==> config.mk <==
export PLATFORM = sky130hd
export DESIGN_NAME = rx_dcore
export DESIGN_NICKNAME = d
export VERILOG_FILES = /design/src/source/dcore_pkg.sv /design/src/source/rx_dcore.sv /design/src/source/prbs_check.sv /design/src/source/prbs_gen.sv /design/src/source/bit_slicer.sv /design/src/source/adc_unfold.sv /design/src/source/cfg_regs.sv
export VERILOG_INCLUDE_DIRS = /design/src /design/src/include
export SDC_FILE = /design/constraint.sdc
export NUM_CORES = 1
export LEC_CHECK = 0
export BUFFER_PORTS_ARGS = -buffer_cell sky130_fd_sc_hd__buf_4
export CAP_MARGIN = 30
export CORE_MARGIN = 2
export CORE_UTILIZATION = 45
export CTS_CLUSTER_SIZE = 24
export DETAILED_ROUTE_END_ITERATION = 8
export PLACE_DENSITY = 0.71
export REMOVE_ABC_BUFFERS = 1
export SLEW_MARGIN = 20
export SYNTH_ARGS = -nofsm -noshare
export SYNTH_HDL_FRONTEND = slang
export SYNTH_SLANG_ARGS = --single-unit
==> constraint.sdc <==
create_clock -name clk_adc -period 9.79 [get_ports clk_adc]
set_clock_uncertainty 0.1 [all_clocks]
set_input_delay 0.4895 -clock clk_adc [delete_from_list [all_inputs] [get_ports clk_adc]]
set_output_delay 0.4895 -clock clk_adc [all_outputs]
set_load 0.01 [all_outputs]
==> src/include/dcore_settings.svh <==
`ifndef DCORE_SETTINGS_SVH
`define DCORE_SETTINGS_SVH

// interleaved ADC slices per clock, also bits per checked word
`define NTI 16

// ADC magnitude width and signed code width
`define NADC 8

// PRBS polynomial order, x^7+x^6+1
`define PRBS_ORDER 7

// error and total bit counters
`define COUNT_WIDTH 32

// payload width of one configuration command
`define CFG_DATA_WIDTH 16

`endif
==> src/source/dcore_pkg.sv <==
`default_nettype none

`include "dcore_settings.svh"

package dcore_pkg;

    // one unfolded, offset corrected ADC code
    typedef logic signed [`NADC-1:0] adc_code_t;

    // raw slice as delivered by the analog core
    typedef struct packed {
        logic             sign;
        logic [`NADC-1:0] mag;
    } raw_slice_t;

    typedef struct packed {
        raw_slice_t [`NTI-1:0] slice;
        logic                  valid;
    } raw_frame_t;

    typedef struct packed {
        adc_code_t [`NTI-1:0] code;
        logic                 valid;
    } code_frame_t;

    // bit 0 is the earliest bit in serial order
    typedef logic [`NTI-1:0] bit_word_t;

    typedef struct packed {
        bit_word_t bits;
        logic      valid;
    } bit_frame_t;

    typedef enum logic [2:0] {
        CFG_SET_OFFSET   = 3'd0,
        CFG_SET_THRESH   = 3'd1,
        CFG_SET_SOURCE   = 3'd2,
        CFG_CHECK_EN     = 3'd3,
        CFG_CLEAR_COUNTS = 3'd4,
        CFG_INJECT_ERR   = 3'd5
    } cfg_op_e;

    typedef struct packed {
        cfg_op_e                    op;
        logic [`CFG_DATA_WIDTH-1:0] data;
    } cfg_cmd_t;

    typedef enum logic {
        SRC_ADC  = 1'b0,
        SRC_BIST = 1'b1
    } prbs_src_e;

    // clear and inject are single cycle pulses, the rest are levels
    typedef struct packed {
        adc_code_t offset;
        adc_code_t threshold;
        prbs_src_e source;
        logic      check_en;
        logic      clear;
        logic      inject;
    } dcore_ctrl_t;

    typedef struct packed {
        logic [`COUNT_WIDTH-1:0] err_count;
        logic [`COUNT_WIDTH-1:0] total_count;
    } check_counts_t;

endpackage

`default_nettype wire

==> src/source/rx_dcore.sv <==
`default_nettype none

module rx_dcore (
    input  wire logic                     clk_adc,
    input  wire logic                     reset_i,
    input  wire logic                     cfg_req_i,
    input  wire dcore_pkg::cfg_cmd_t      cfg_cmd_i,
    output wire logic                     cfg_ack_o,
    input  wire dcore_pkg::raw_frame_t    adc_i,
    output wire dcore_pkg::code_frame_t   codes_o,
    output wire dcore_pkg::check_counts_t counts_o
);

    wire dcore_pkg::dcore_ctrl_t ctrl;
    wire dcore_pkg::bit_frame_t  adc_bits;
    wire dcore_pkg::bit_frame_t  bist_bits;

    // configuration port, stands in for the register bank
    cfg_regs i_cfg_regs (
        .clk_adc   (clk_adc),
        .reset_i   (reset_i),
        .cfg_req_i (cfg_req_i),
        .cfg_cmd_i (cfg_cmd_i),
        .cfg_ack_o (cfg_ack_o),
        .ctrl_o    (ctrl)
    );

    // stage 1, codes leave the chip from here
    adc_unfold i_adc_unfold (
        .clk_adc  (clk_adc),
        .reset_i  (reset_i),
        .adc_i    (adc_i),
        .offset_i (ctrl.offset),
        .codes_o  (codes_o)
    );

    // stage 2
    bit_slicer i_bit_slicer (
        .clk_adc  (clk_adc),
        .reset_i  (reset_i),
        .codes_i  (codes_o),
        .thresh_i (ctrl.threshold),
        .bits_o   (adc_bits)
    );

    // BIST source
    prbs_gen i_prbs_gen (
        .clk_adc  (clk_adc),
        .reset_i  (reset_i),
        .inject_i (ctrl.inject),
        .bits_o   (bist_bits)
    );

    // stage 3, counts
    prbs_check i_prbs_check (
        .clk_adc     (clk_adc),
        .reset_i     (reset_i),
        .adc_bits_i  (adc_bits),
        .bist_bits_i (bist_bits),
        .source_i    (ctrl.source),
        .check_en_i  (ctrl.check_en),
        .clear_i     (ctrl.clear),
        .counts_o    (counts_o)
    );

endmodule

`default_nettype wire

==> src/source/prbs_check.sv <==
`default_nettype none

`include "dcore_settings.svh"

module prbs_check (
    input  wire logic                  clk_adc,
    input  wire logic                  reset_i,
    input  wire dcore_pkg::bit_frame_t adc_bits_i,
    input  wire dcore_pkg::bit_frame_t bist_bits_i,
    input  wire dcore_pkg::prbs_src_e  source_i,
    input  wire logic                  check_en_i,
    input  wire logic                  clear_i,
    output dcore_pkg::check_counts_t   counts_o
);

    localparam int NHIST = `PRBS_ORDER;
    localparam int CW    = `COUNT_WIDTH;
    localparam int PW    = $clog2(`NTI + 1);

    dcore_pkg::bit_frame_t sel;
    logic [NHIST-1:0]      hist_q;
    logic                  hist_valid_q;
    logic [`NTI+NHIST-1:0] seq;
    dcore_pkg::bit_word_t  err_bits;
    logic [PW-1:0]         err_num;
    logic                  check_now;
    logic [CW-1:0]         err_q;
    logic [CW-1:0]         total_q;

    assign sel = (source_i == dcore_pkg::SRC_BIST) ? bist_bits_i : adc_bits_i;

    // serial order, seq[0] is the oldest history bit
    assign seq = {sel.bits, hist_q};

    // bit n predicted from bits n-7 and n-6
    always_comb begin
        err_num = '0;
        for (int k = 0; k < `NTI; k++) begin
            err_bits[k] = sel.bits[k] ^ seq[k] ^ seq[k+1];
            err_num     = err_num + PW'(err_bits[k]);
        end
    end

    // first word after enable only loads the history
    assign check_now = sel.valid && check_en_i && hist_valid_q;

    always_ff @(posedge clk_adc) begin
        if (reset_i || !check_en_i) begin
            hist_valid_q <= 1'b0;
        end else if (sel.valid) begin
            hist_valid_q <= 1'b1;
        end
    end

    // last NHIST bits of the accepted word
    always_ff @(posedge clk_adc) begin
        if (sel.valid) begin
            hist_q <= sel.bits[`NTI-1 -: NHIST];
        end
    end

    always_ff @(posedge clk_adc) begin
        if (reset_i || clear_i) begin
            err_q   <= '0;
            total_q <= '0;
        end else if (check_now) begin
            err_q   <= err_q + CW'(err_num);
            total_q <= total_q + CW'(`NTI);
        end
    end

    assign counts_o.err_count   = err_q;
    assign counts_o.total_count = total_q;

    // every error bit was also counted as a checked bit
    err_within_total: assert property (
        @(posedge clk_adc) disable iff (reset_i)
        counts_o.err_count <= counts_o.total_count
    );

endmodule

`default_nettype wire

==> src/source/prbs_gen.sv <==
`default_nettype none

`include "dcore_settings.svh"

module prbs_gen (
    input  wire logic             clk_adc,
    input  wire logic             reset_i,
    input  wire logic             inject_i,
    output dcore_pkg::bit_frame_t bits_o
);

    // state[0] is the most recent bit, state[ORDER-1] the oldest
    localparam int ORDER = `PRBS_ORDER;

    logic [ORDER-1:0]     state_q;
    logic [ORDER-1:0]     state_d;
    dcore_pkg::bit_word_t word_d;
    dcore_pkg::bit_word_t word_q;
    logic                 valid_q;

    // unroll NTI serial steps of x^7+x^6+1
    always_comb begin
        state_d = state_q;
        for (int i = 0; i < `NTI; i++) begin
            word_d[i] = state_d[ORDER-1] ^ state_d[ORDER-2];
            state_d   = {state_d[ORDER-2:0], word_d[i]};
        end
    end

    always_ff @(posedge clk_adc) begin
        if (reset_i) begin
            state_q <= '1;
            valid_q <= 1'b0;
        end else begin
            state_q <= state_d;
            valid_q <= 1'b1;
        end
    end

    // injected error flips the earliest bit of one word, state is untouched
    always_ff @(posedge clk_adc) begin
        word_q <= word_d ^ `NTI'(inject_i);
    end

    assign bits_o.bits  = word_q;
    assign bits_o.valid = valid_q;

    state_never_zero: assert property (
        @(posedge clk_adc) disable iff (reset_i)
        state_q != '0
    );

endmodule

`default_nettype wire

==> src/source/bit_slicer.sv <==
`default_nettype none

`include "dcore_settings.svh"

module bit_slicer (
    input  wire logic                   clk_adc,
    input  wire logic                   reset_i,
    input  wire dcore_pkg::code_frame_t codes_i,
    input  wire dcore_pkg::adc_code_t   thresh_i,
    output dcore_pkg::bit_frame_t       bits_o
);

    dcore_pkg::bit_word_t bits_d;
    dcore_pkg::bit_word_t bits_q;
    logic                 valid_q;

    // signed compare, a code equal to the threshold slices to 0
    always_comb begin
        for (int k = 0; k < `NTI; k++) begin
            bits_d[k] = $signed(codes_i.code[k]) > $signed(thresh_i);
        end
    end

    always_ff @(posedge clk_adc) begin
        if (reset_i) begin
            valid_q <= 1'b0;
        end else begin
            valid_q <= codes_i.valid;
        end
    end

    always_ff @(posedge clk_adc) begin
        bits_q <= bits_d;
    end

    assign bits_o.bits  = bits_q;
    assign bits_o.valid = valid_q;

endmodule

`default_nettype wire

==> src/source/adc_unfold.sv <==
`default_nettype none

`include "dcore_settings.svh"

module adc_unfold (
    input  wire logic                   clk_adc,
    input  wire logic                   reset_i,
    input  wire dcore_pkg::raw_frame_t  adc_i,
    input  wire dcore_pkg::adc_code_t   offset_i,
    output dcore_pkg::code_frame_t      codes_o
);

    // two guard bits cover the magnitude sign and the offset subtraction
    localparam int WIDE = `NADC + 2;
    localparam logic signed [WIDE-1:0] CODE_MAX = WIDE'((2 ** (`NADC - 1)) - 1);
    localparam logic signed [WIDE-1:0] CODE_MIN = -WIDE'(2 ** (`NADC - 1));

    dcore_pkg::adc_code_t [`NTI-1:0] code_q;
    logic                            valid_q;

    function automatic dcore_pkg::adc_code_t unfold_slice(
        input dcore_pkg::raw_slice_t s,
        input dcore_pkg::adc_code_t  offset
    );
        logic signed [WIDE-1:0] mag_w;
        logic signed [WIDE-1:0] off_w;
        logic signed [WIDE-1:0] val_w;
        mag_w = $signed({2'b00, s.mag});
        off_w = $signed({{2{offset[`NADC-1]}}, offset});
        // sign 1 means a positive sample
        val_w = s.sign ? mag_w : -mag_w;
        val_w = val_w - off_w;
        if (val_w > CODE_MAX) begin
            val_w = CODE_MAX;
        end else if (val_w < CODE_MIN) begin
            val_w = CODE_MIN;
        end
        return val_w[`NADC-1:0];
    endfunction

    always_ff @(posedge clk_adc) begin
        if (reset_i) begin
            valid_q <= 1'b0;
        end else begin
            valid_q <= adc_i.valid;
        end
    end

    // code payload, one slice per lane
    always_ff @(posedge clk_adc) begin
        for (int k = 0; k < `NTI; k++) begin
            code_q[k] <= unfold_slice(adc_i.slice[k], offset_i);
        end
    end

    assign codes_o.code  = code_q;
    assign codes_o.valid = valid_q;

endmodule

`default_nettype wire

==> src/source/cfg_regs.sv <==
`default_nettype none

`include "dcore_settings.svh"

module cfg_regs (
    input  wire logic                  clk_adc,
    input  wire logic                  reset_i,
    input  wire logic                  cfg_req_i,
    input  wire dcore_pkg::cfg_cmd_t   cfg_cmd_i,
    output logic                       cfg_ack_o,
    output dcore_pkg::dcore_ctrl_t     ctrl_o
);

    localparam dcore_pkg::dcore_ctrl_t CTRL_RESET = '{
        offset:    '0,
        threshold: '0,
        source:    dcore_pkg::SRC_ADC,
        check_en:  1'b0,
        clear:     1'b0,
        inject:    1'b0
    };

    // four-phase responder takes a command on the edge that raises ack
    always_ff @(posedge clk_adc) begin
        if (reset_i) begin
            cfg_ack_o <= 1'b0;
            ctrl_o    <= CTRL_RESET;
        end else begin
            // pulses last one cycle only
            ctrl_o.clear  <= 1'b0;
            ctrl_o.inject <= 1'b0;
            if (cfg_req_i && !cfg_ack_o) begin
                cfg_ack_o <= 1'b1;
                case (cfg_cmd_i.op)
                    dcore_pkg::CFG_SET_OFFSET: begin
                        ctrl_o.offset <= cfg_cmd_i.data[`NADC-1:0];
                    end
                    dcore_pkg::CFG_SET_THRESH: begin
                        ctrl_o.threshold <= cfg_cmd_i.data[`NADC-1:0];
                    end
                    dcore_pkg::CFG_SET_SOURCE: begin
                        ctrl_o.source <= dcore_pkg::prbs_src_e'(cfg_cmd_i.data[0]);
                    end
                    dcore_pkg::CFG_CHECK_EN: begin
                        ctrl_o.check_en <= cfg_cmd_i.data[0];
                    end
                    dcore_pkg::CFG_CLEAR_COUNTS: begin
                        ctrl_o.clear <= 1'b1;
                    end
                    dcore_pkg::CFG_INJECT_ERR: begin
                        ctrl_o.inject <= 1'b1;
                    end
                    default: begin
                        // unused opcodes are acknowledged and ignored
                    end
                endcase
            end else if (!cfg_req_i && cfg_ack_o) begin
                cfg_ack_o <= 1'b0;
            end
        end
    end

    // ack only answers a request seen on the previous edge
    ack_rise_needs_req: assert property (
        @(posedge clk_adc) disable iff (reset_i)
        $rose(cfg_ack_o) |-> $past(cfg_req_i)
    );

endmodule

`default_nettype wire

-- Word level (Yosys, flattened, before mapping)
Cells that the tools add are included.
Widths: inputs -> output; s select.
- bits in registers: 263
- input port bits: 167
- output and inout bits: 194
- logic and storage cells: 239
- add/sub/neg operators: 49
- magnitude comparators: 48
- equality and inequality tests: 5
- mux-type cells: 38
- bitwise logic cells: 50
- reductions and logical operators: 16
- operator list (cell ; number):
    $gt 10x8->1 const B ; 16
    $lt 10x8->1 const B ; 16
    $mux 10 ; 16
    $neg 8->10 ; 16
    $sub 10x8->10 ; 16
    $gt 8x8->1 ; 16
    $mux 8 ; 16
    $add 5x1->5 ; 14
    $xor 1x1->1 ; 48
    $add 32x5->32 ; 1
    $add 32x5->32 const B ; 1
    $mux 17 ; 1
    $xor 16x1->16 ; 1
    $reduce_and 2->1 ; 4
    $eq 3x2->1 const B ; 2
    $eq 3x3->1 const B ; 2
    $mux 1 ; 5
    $logic_and 1x1->1 ; 4
    $eq 3x1->1 const B ; 1
    $logic_not 1->1 ; 3
    $logic_not 3->1 ; 1
    $add 1x1->2 ; 1
    $logic_or 1x1->1 ; 2
    $reduce_bool 2->1 ; 1
    2 further kinds ; 2

-- Depth between registers and ports, before layout
- depth after elaboration: 19
- mapped depth: 24
- gate-level depth less buffers: 21

-- Modules after synthesis
Synthesis repeated with hierarchy kept, for this count alone.
- cell total of the unflattened synthesis: 2621
- area, all modules: 22531.6 µm²
- by module, submodules not included (module ; instances ; cells an instance ; area each (µm²) ; sequential area each (µm²)):
    adc_unfold ; 1 ; 1663 ; 13464.2 ; 2582.5
    prbs_check ; 1 ; 454 ; 4219.0 ; 1431.4
    bit_slicer ; 1 ; 370 ; 3229.3 ; 340.3
    cfg_regs ; 1 ; 81 ; 909.6 ; 420.4
    prbs_gen ; 1 ; 53 ; 709.4 ; 480.5

-- Least setup slack after synthesis
OpenSTA, ideal clock, no wires.
- path type: register -> register
- start: reg i_cfg_regs.ctrl_o[3] (netlist name)
- end: reg i_prbs_check.err_q[30]
- library setup time: 128 ps
- arrival time: 6400 ps
- required time: 9562 ps
- slack: 3162 ps
- cell stages (with the launch flop): 21
- path buffers: 2
- clock period less this slack: 6628 ps
- path through: dfxtp_1 > buf_6 > clkbuf_1 > mux2i_1 > xnor2_1 > ha_1 > fa_1 > fa_1 > fa_1 > inv_1 > fa_1 > fa_1 > fa_1 > fa_1 > nor2b_1 > o21a_1 > o21ai_1 > a211oi_4 > or3b_1 > xor2_1 > nor2_1
- longest elaborated chain between the ends: 19
- elaborated cells on any way between the ends: 51
- those cells by class: add/sub: 16; mux: 1; bitwise: 32; reduce/logical: 2
- ends and longest elaborated chain (element ; RTL line ; RTL):
    start, declared ; cfg_regs.sv:11 ; output dcore_pkg::dcore_ctrl_t ctrl_o
    $mux 17 * ; prbs_check.sv:30 ; assign sel = (source_i == dcore_pkg::SRC_BIST) ? bist_bits_i : adc_bits_i;
    $xor 1x1->1 (2 in series) ; prbs_check.sv:39 ; err_bits[k] = sel.bits[k] ^ seq[k] ^ seq[k+1];
    $add 1x1->2 ; prbs_check.sv:40 ; err_num = err_num + PW'(err_bits[k]);
    $add 5x1->5 (14 in series) ; prbs_check.sv:40 ;
    $add 32x5->32 ; prbs_check.sv:67 ; err_q <= err_q + CW'(err_num);
    end signal, assigned ; prbs_check.sv:67 ;
    end, declared ; prbs_check.sv:27 ; logic [CW-1:0] err_q;
Mark *: on every way between the ends. The rest lies on a longest branch, timed or not.
A chain may end at the register's enable or synchronous reset.

-- Worst setup path in the final report
- start: reg i_cfg_regs.ctrl_o[3] (netlist name)
- end: reg i_prbs_check.err_q[31]
Same word-level chain as after synthesis.

==> metrics <==
H-Tree Level Count 1; Mapped Area 21500 sq um; Sequential Power Share 0.216; Switching Share 0.424; postcts setup bufs 0; Post-CTS Hold Buffers 0; nets 3393; clock period minus final worst setup slack 7.06 ns; clk sinks 259; Crit. End Element flip-flop; largest net degree at the start of global routing 34; Slew Limit Fails 0; IO buf count 348; final wirelength 64900 um; share of the synthesized area in the top cell type 0.234; Buf/Inv on CP 4; peak supply drop 0.614 mV; pwr dens 280 nW/um^2; Int Pwr 4.19 mW; Vias 20035; vias in the first global route 19468; clock buffer depth 3; Critical Path AT 7.45 ns; Synth area leader dfxtp_1; GRT Util Overall 0.253; Comb power frac 0.628; Setup TNS 0 ns; DRT iter0 DRCs 1097; Yosys reg bits 259; # DRC 0; total number of yosys warnings 0; routability cong. 0.891; CP cell instances buf_4 -> mux2i_1 -> xnor2_1 -> ha_1 -> fa_1 -> fa_1 -> fa_1 -> inv_1 -> fa_1 -> fa_1 -> fa_1 -> inv_1 -> ha_1 -> a21o_1 -> a21oi_1 -> o21bai_1 -> a21oi_1 -> buf_4 -> nor3_1 -> a31o_2 -> a21oi_1; unrepaired setup endpoints after global routing false; Post-synth EDFFs 7; async set or reset register ratio after synthesis 0; Register Area 5260 sq um; CP delay by family, top adder cells; Multi-input gate area 15500 sq um; slew margin rel. 0.476; area of the die 49600 sq um; CP max FO 19; Distinct cells, synth 70; fin crit share 0.721; Clk Latency, worst-skew pair 0.56 ns; Pleak 11.2 nW; CP Class flip-flop to flip-flop; MaxCap Viol Count 0; Post-Syn Area per Cell 8.48 sq um; layout cells sized above 1 0.160; Cells after Synth 2537; top_reg_cell synth dfxtp_1; outcome finished clean; initial core utilization 0.454; Chip Width 223 um; CORE AREA 47400 sq um; Setup crit start kind flip-flop; dpl ws 2.75 ns; Fmax 0.142 GHz; io pins 361; Crit path largest cell delay 0.56 ns; FILL cells 4385; initial antenna violation count 5; Seq/Total Area, Yosys 0.244; synth top area cells dfxtp_1 (23%), ha_1 (17%), xor2_1 (7.0%); clock root buffer clkbuf_16; Num CTS Buffers 29; Clk network pwr share 0.155; synth-to-layout area growth 20.7%; Hold/Removal Path Class input port to flip-flop; DRT Pass-1 Iters 5; first-pass GRT wire length 101000 um; Fin. Hold Viols 0; post-cts repair resize count 0; Final ANT Viol Nets 0; Critical Path Slowest Stage Cell fa_1; Die Ht 223 um; WL per Instance 18.3 um; hpwl dp 51100 um; CTS clk-pin slew, worst paths 0.06 ns; routed vias/inst 5.66; Remaining Overflow, GRT 0; Worst Setup Slack, final 2.73 ns; final setup fails 0; CTS tree built; row cnt 80; slew at the pin closest to its max-slew limit 0.786 ns; CP most frequent cell fa_1; CP required 10.18 ns; NetSw 3.08 mW
power by group through the flow:
stage	Combinational, mW	Sequential (mW)	Clock (mW)
3_3_place_gp	4.28	1.59	0
3_5_place_dp	4.56	1.59	0
6_report	4.57	1.57	1.13
4_1_cts	4.58	1.57	1.15
2_1_floorplan	3.31	1.56	0
5_1_grt	5.12	1.59	1.19
cell families after synthesis:
kind of cell | after synthesis | synth area share
and+or+nand+nor | 706 | 0.163
buffers and inverters | 193 | 0.0350
AOI/OAI and AO/OA | 687 | 0.205
DFF | 259 | 0.244
other | 1 | 0.000174
muxes | 48 | 0.0241
adders and majority gates | 327 | 0.200
xor gates and xnor gates | 316 | 0.129
cell type report:
cell class | count | share of cell area
inverter | 153 | 0.0221
tap | 615 | 0.0296
multi-input combinational | 2088 | 0.597
antenna | 3 | 0.000289
sequential | 259 | 0.202
clock buffer | 44 | 0.0320
timing repair buffer | 368 | 0.110
clock inverter | 9 | 0.00597
registers in the layout (all words and copies together), names as in the netlist:
register	flops
i_prbs_check.hist_q	7
i_prbs_check.hist_valid_q	1
i_prbs_gen.valid_q	1
i_prbs_gen.word_q	16
i_bit_slicer.valid_q	1
i_prbs_gen.state_q	7
i_prbs_check.err_q	32
i_adc_unfold.valid_q	1
i_cfg_regs.ctrl_o	20
i_bit_slicer.bits_q	16
i_cfg_regs.cfg_ack_o	1
i_adc_unfold.codes_o	128
i_prbs_check.total_q	28
per-stage QoR:
step           cell area [sq um]  hold WS (ns)   util  power, mW  std cells
4_1_cts                    25900        0.0356  0.546       7.31       3532
6_report                   26000        0.0615  0.548       7.27       3539
3_5_place_dp               24900         0.349  0.526       6.15       3479
2_1_floorplan              21400         0.314      -       4.87       2500
3_3_place_gp               24800         0.341  0.523       5.87       3472
5_1_grt                    26000        0.0675  0.548       7.90       3537
Yosys cell counts, types with 5 or more instances:
master	count
buf_4	5
nand2_1	114
or4_1	5
nor3_1	70
nand3_1	23
fa_1	27
nor4b_1	11
o21bai_1	10
a211o_1	10
o2111a_1	8
a21o_1	38
mux2_2	26
inv_1	152
nor2_1	256
nand4_1	34
o21a_1	120
o21ai_1	6
nor4_1	11
edfxtp_1	7
o211ai_1	49
nand2b_1	63
o2111ai_1	16
o311a_1	5
and2_1	9
o22ai_1	10
mux2i_1	21
nor2b_1	45
dfxtp_1	252
o31a_1	6
a21oi_1	222
and4_1	19
xor2_1	172
clkbuf_1	31
nor3b_1	9
a211oi_1	17
or2_2	14
a31oi_1	15
or3_1	9
o21ai_0	114
xnor2_1	144
ha_1	300
cell usage in the layout (no fill, tap or decap), types with 11 or more instances in the layout:
cell	Yosys	layout
inv_1	152	152
nand3_1	23	23
nor4b_1	11	11
nand2b_1	63	63
xor2_1	172	172
buf_4	5	358
a31oi_1	15	15
o21a_1	120	120
a21oi_1	222	222
dfxtp_1	252	249
a211oi_1	17	17
mux2_2	26	26
and4_1	19	19
nor4_1	11	11
or2_2	14	14
nor3_1	70	70
fa_1	27	27
o21ai_0	114	114
o211ai_1	49	49
nor2_1	256	256
nand4_1	34	34
a21o_1	38	38
nor2b_1	45	45
mux2i_1	21	21
xnor2_1	144	144
ha_1	300	300
nand2_1	114	114
clkbuf_16	0	29
o2111ai_1	16	16
path summary, 6_finish.rpt:
kind | from | end | slack [ns] | depth (start not counted)
setup / recovery | i_cfg_regs.ctrl_o[3] | i_prbs_check.err_q[31] | 2.73 | 21
hold / removal | cfg_cmd_i[16] | i_cfg_regs.ctrl_o[1] | 0.06 | 2
setup reg to reg | i_cfg_regs.ctrl_o[3] | i_prbs_check.err_q[31] | 2.73 | 21
hold reg to reg | i_cfg_regs.ctrl_o[8] | i_cfg_regs.ctrl_o[8] | 0.36 | 2
layer usage:
metal	GRT usage	wire, um	share of wire
met4	0.110	3070	0.047
met3	0.0471	4160	0.064
met1	0.312	27400	0.42
met5	0	46	0.00071
met2	0.428	30300	0.47
No activity file was read; power rests on OpenSTA's default activity.
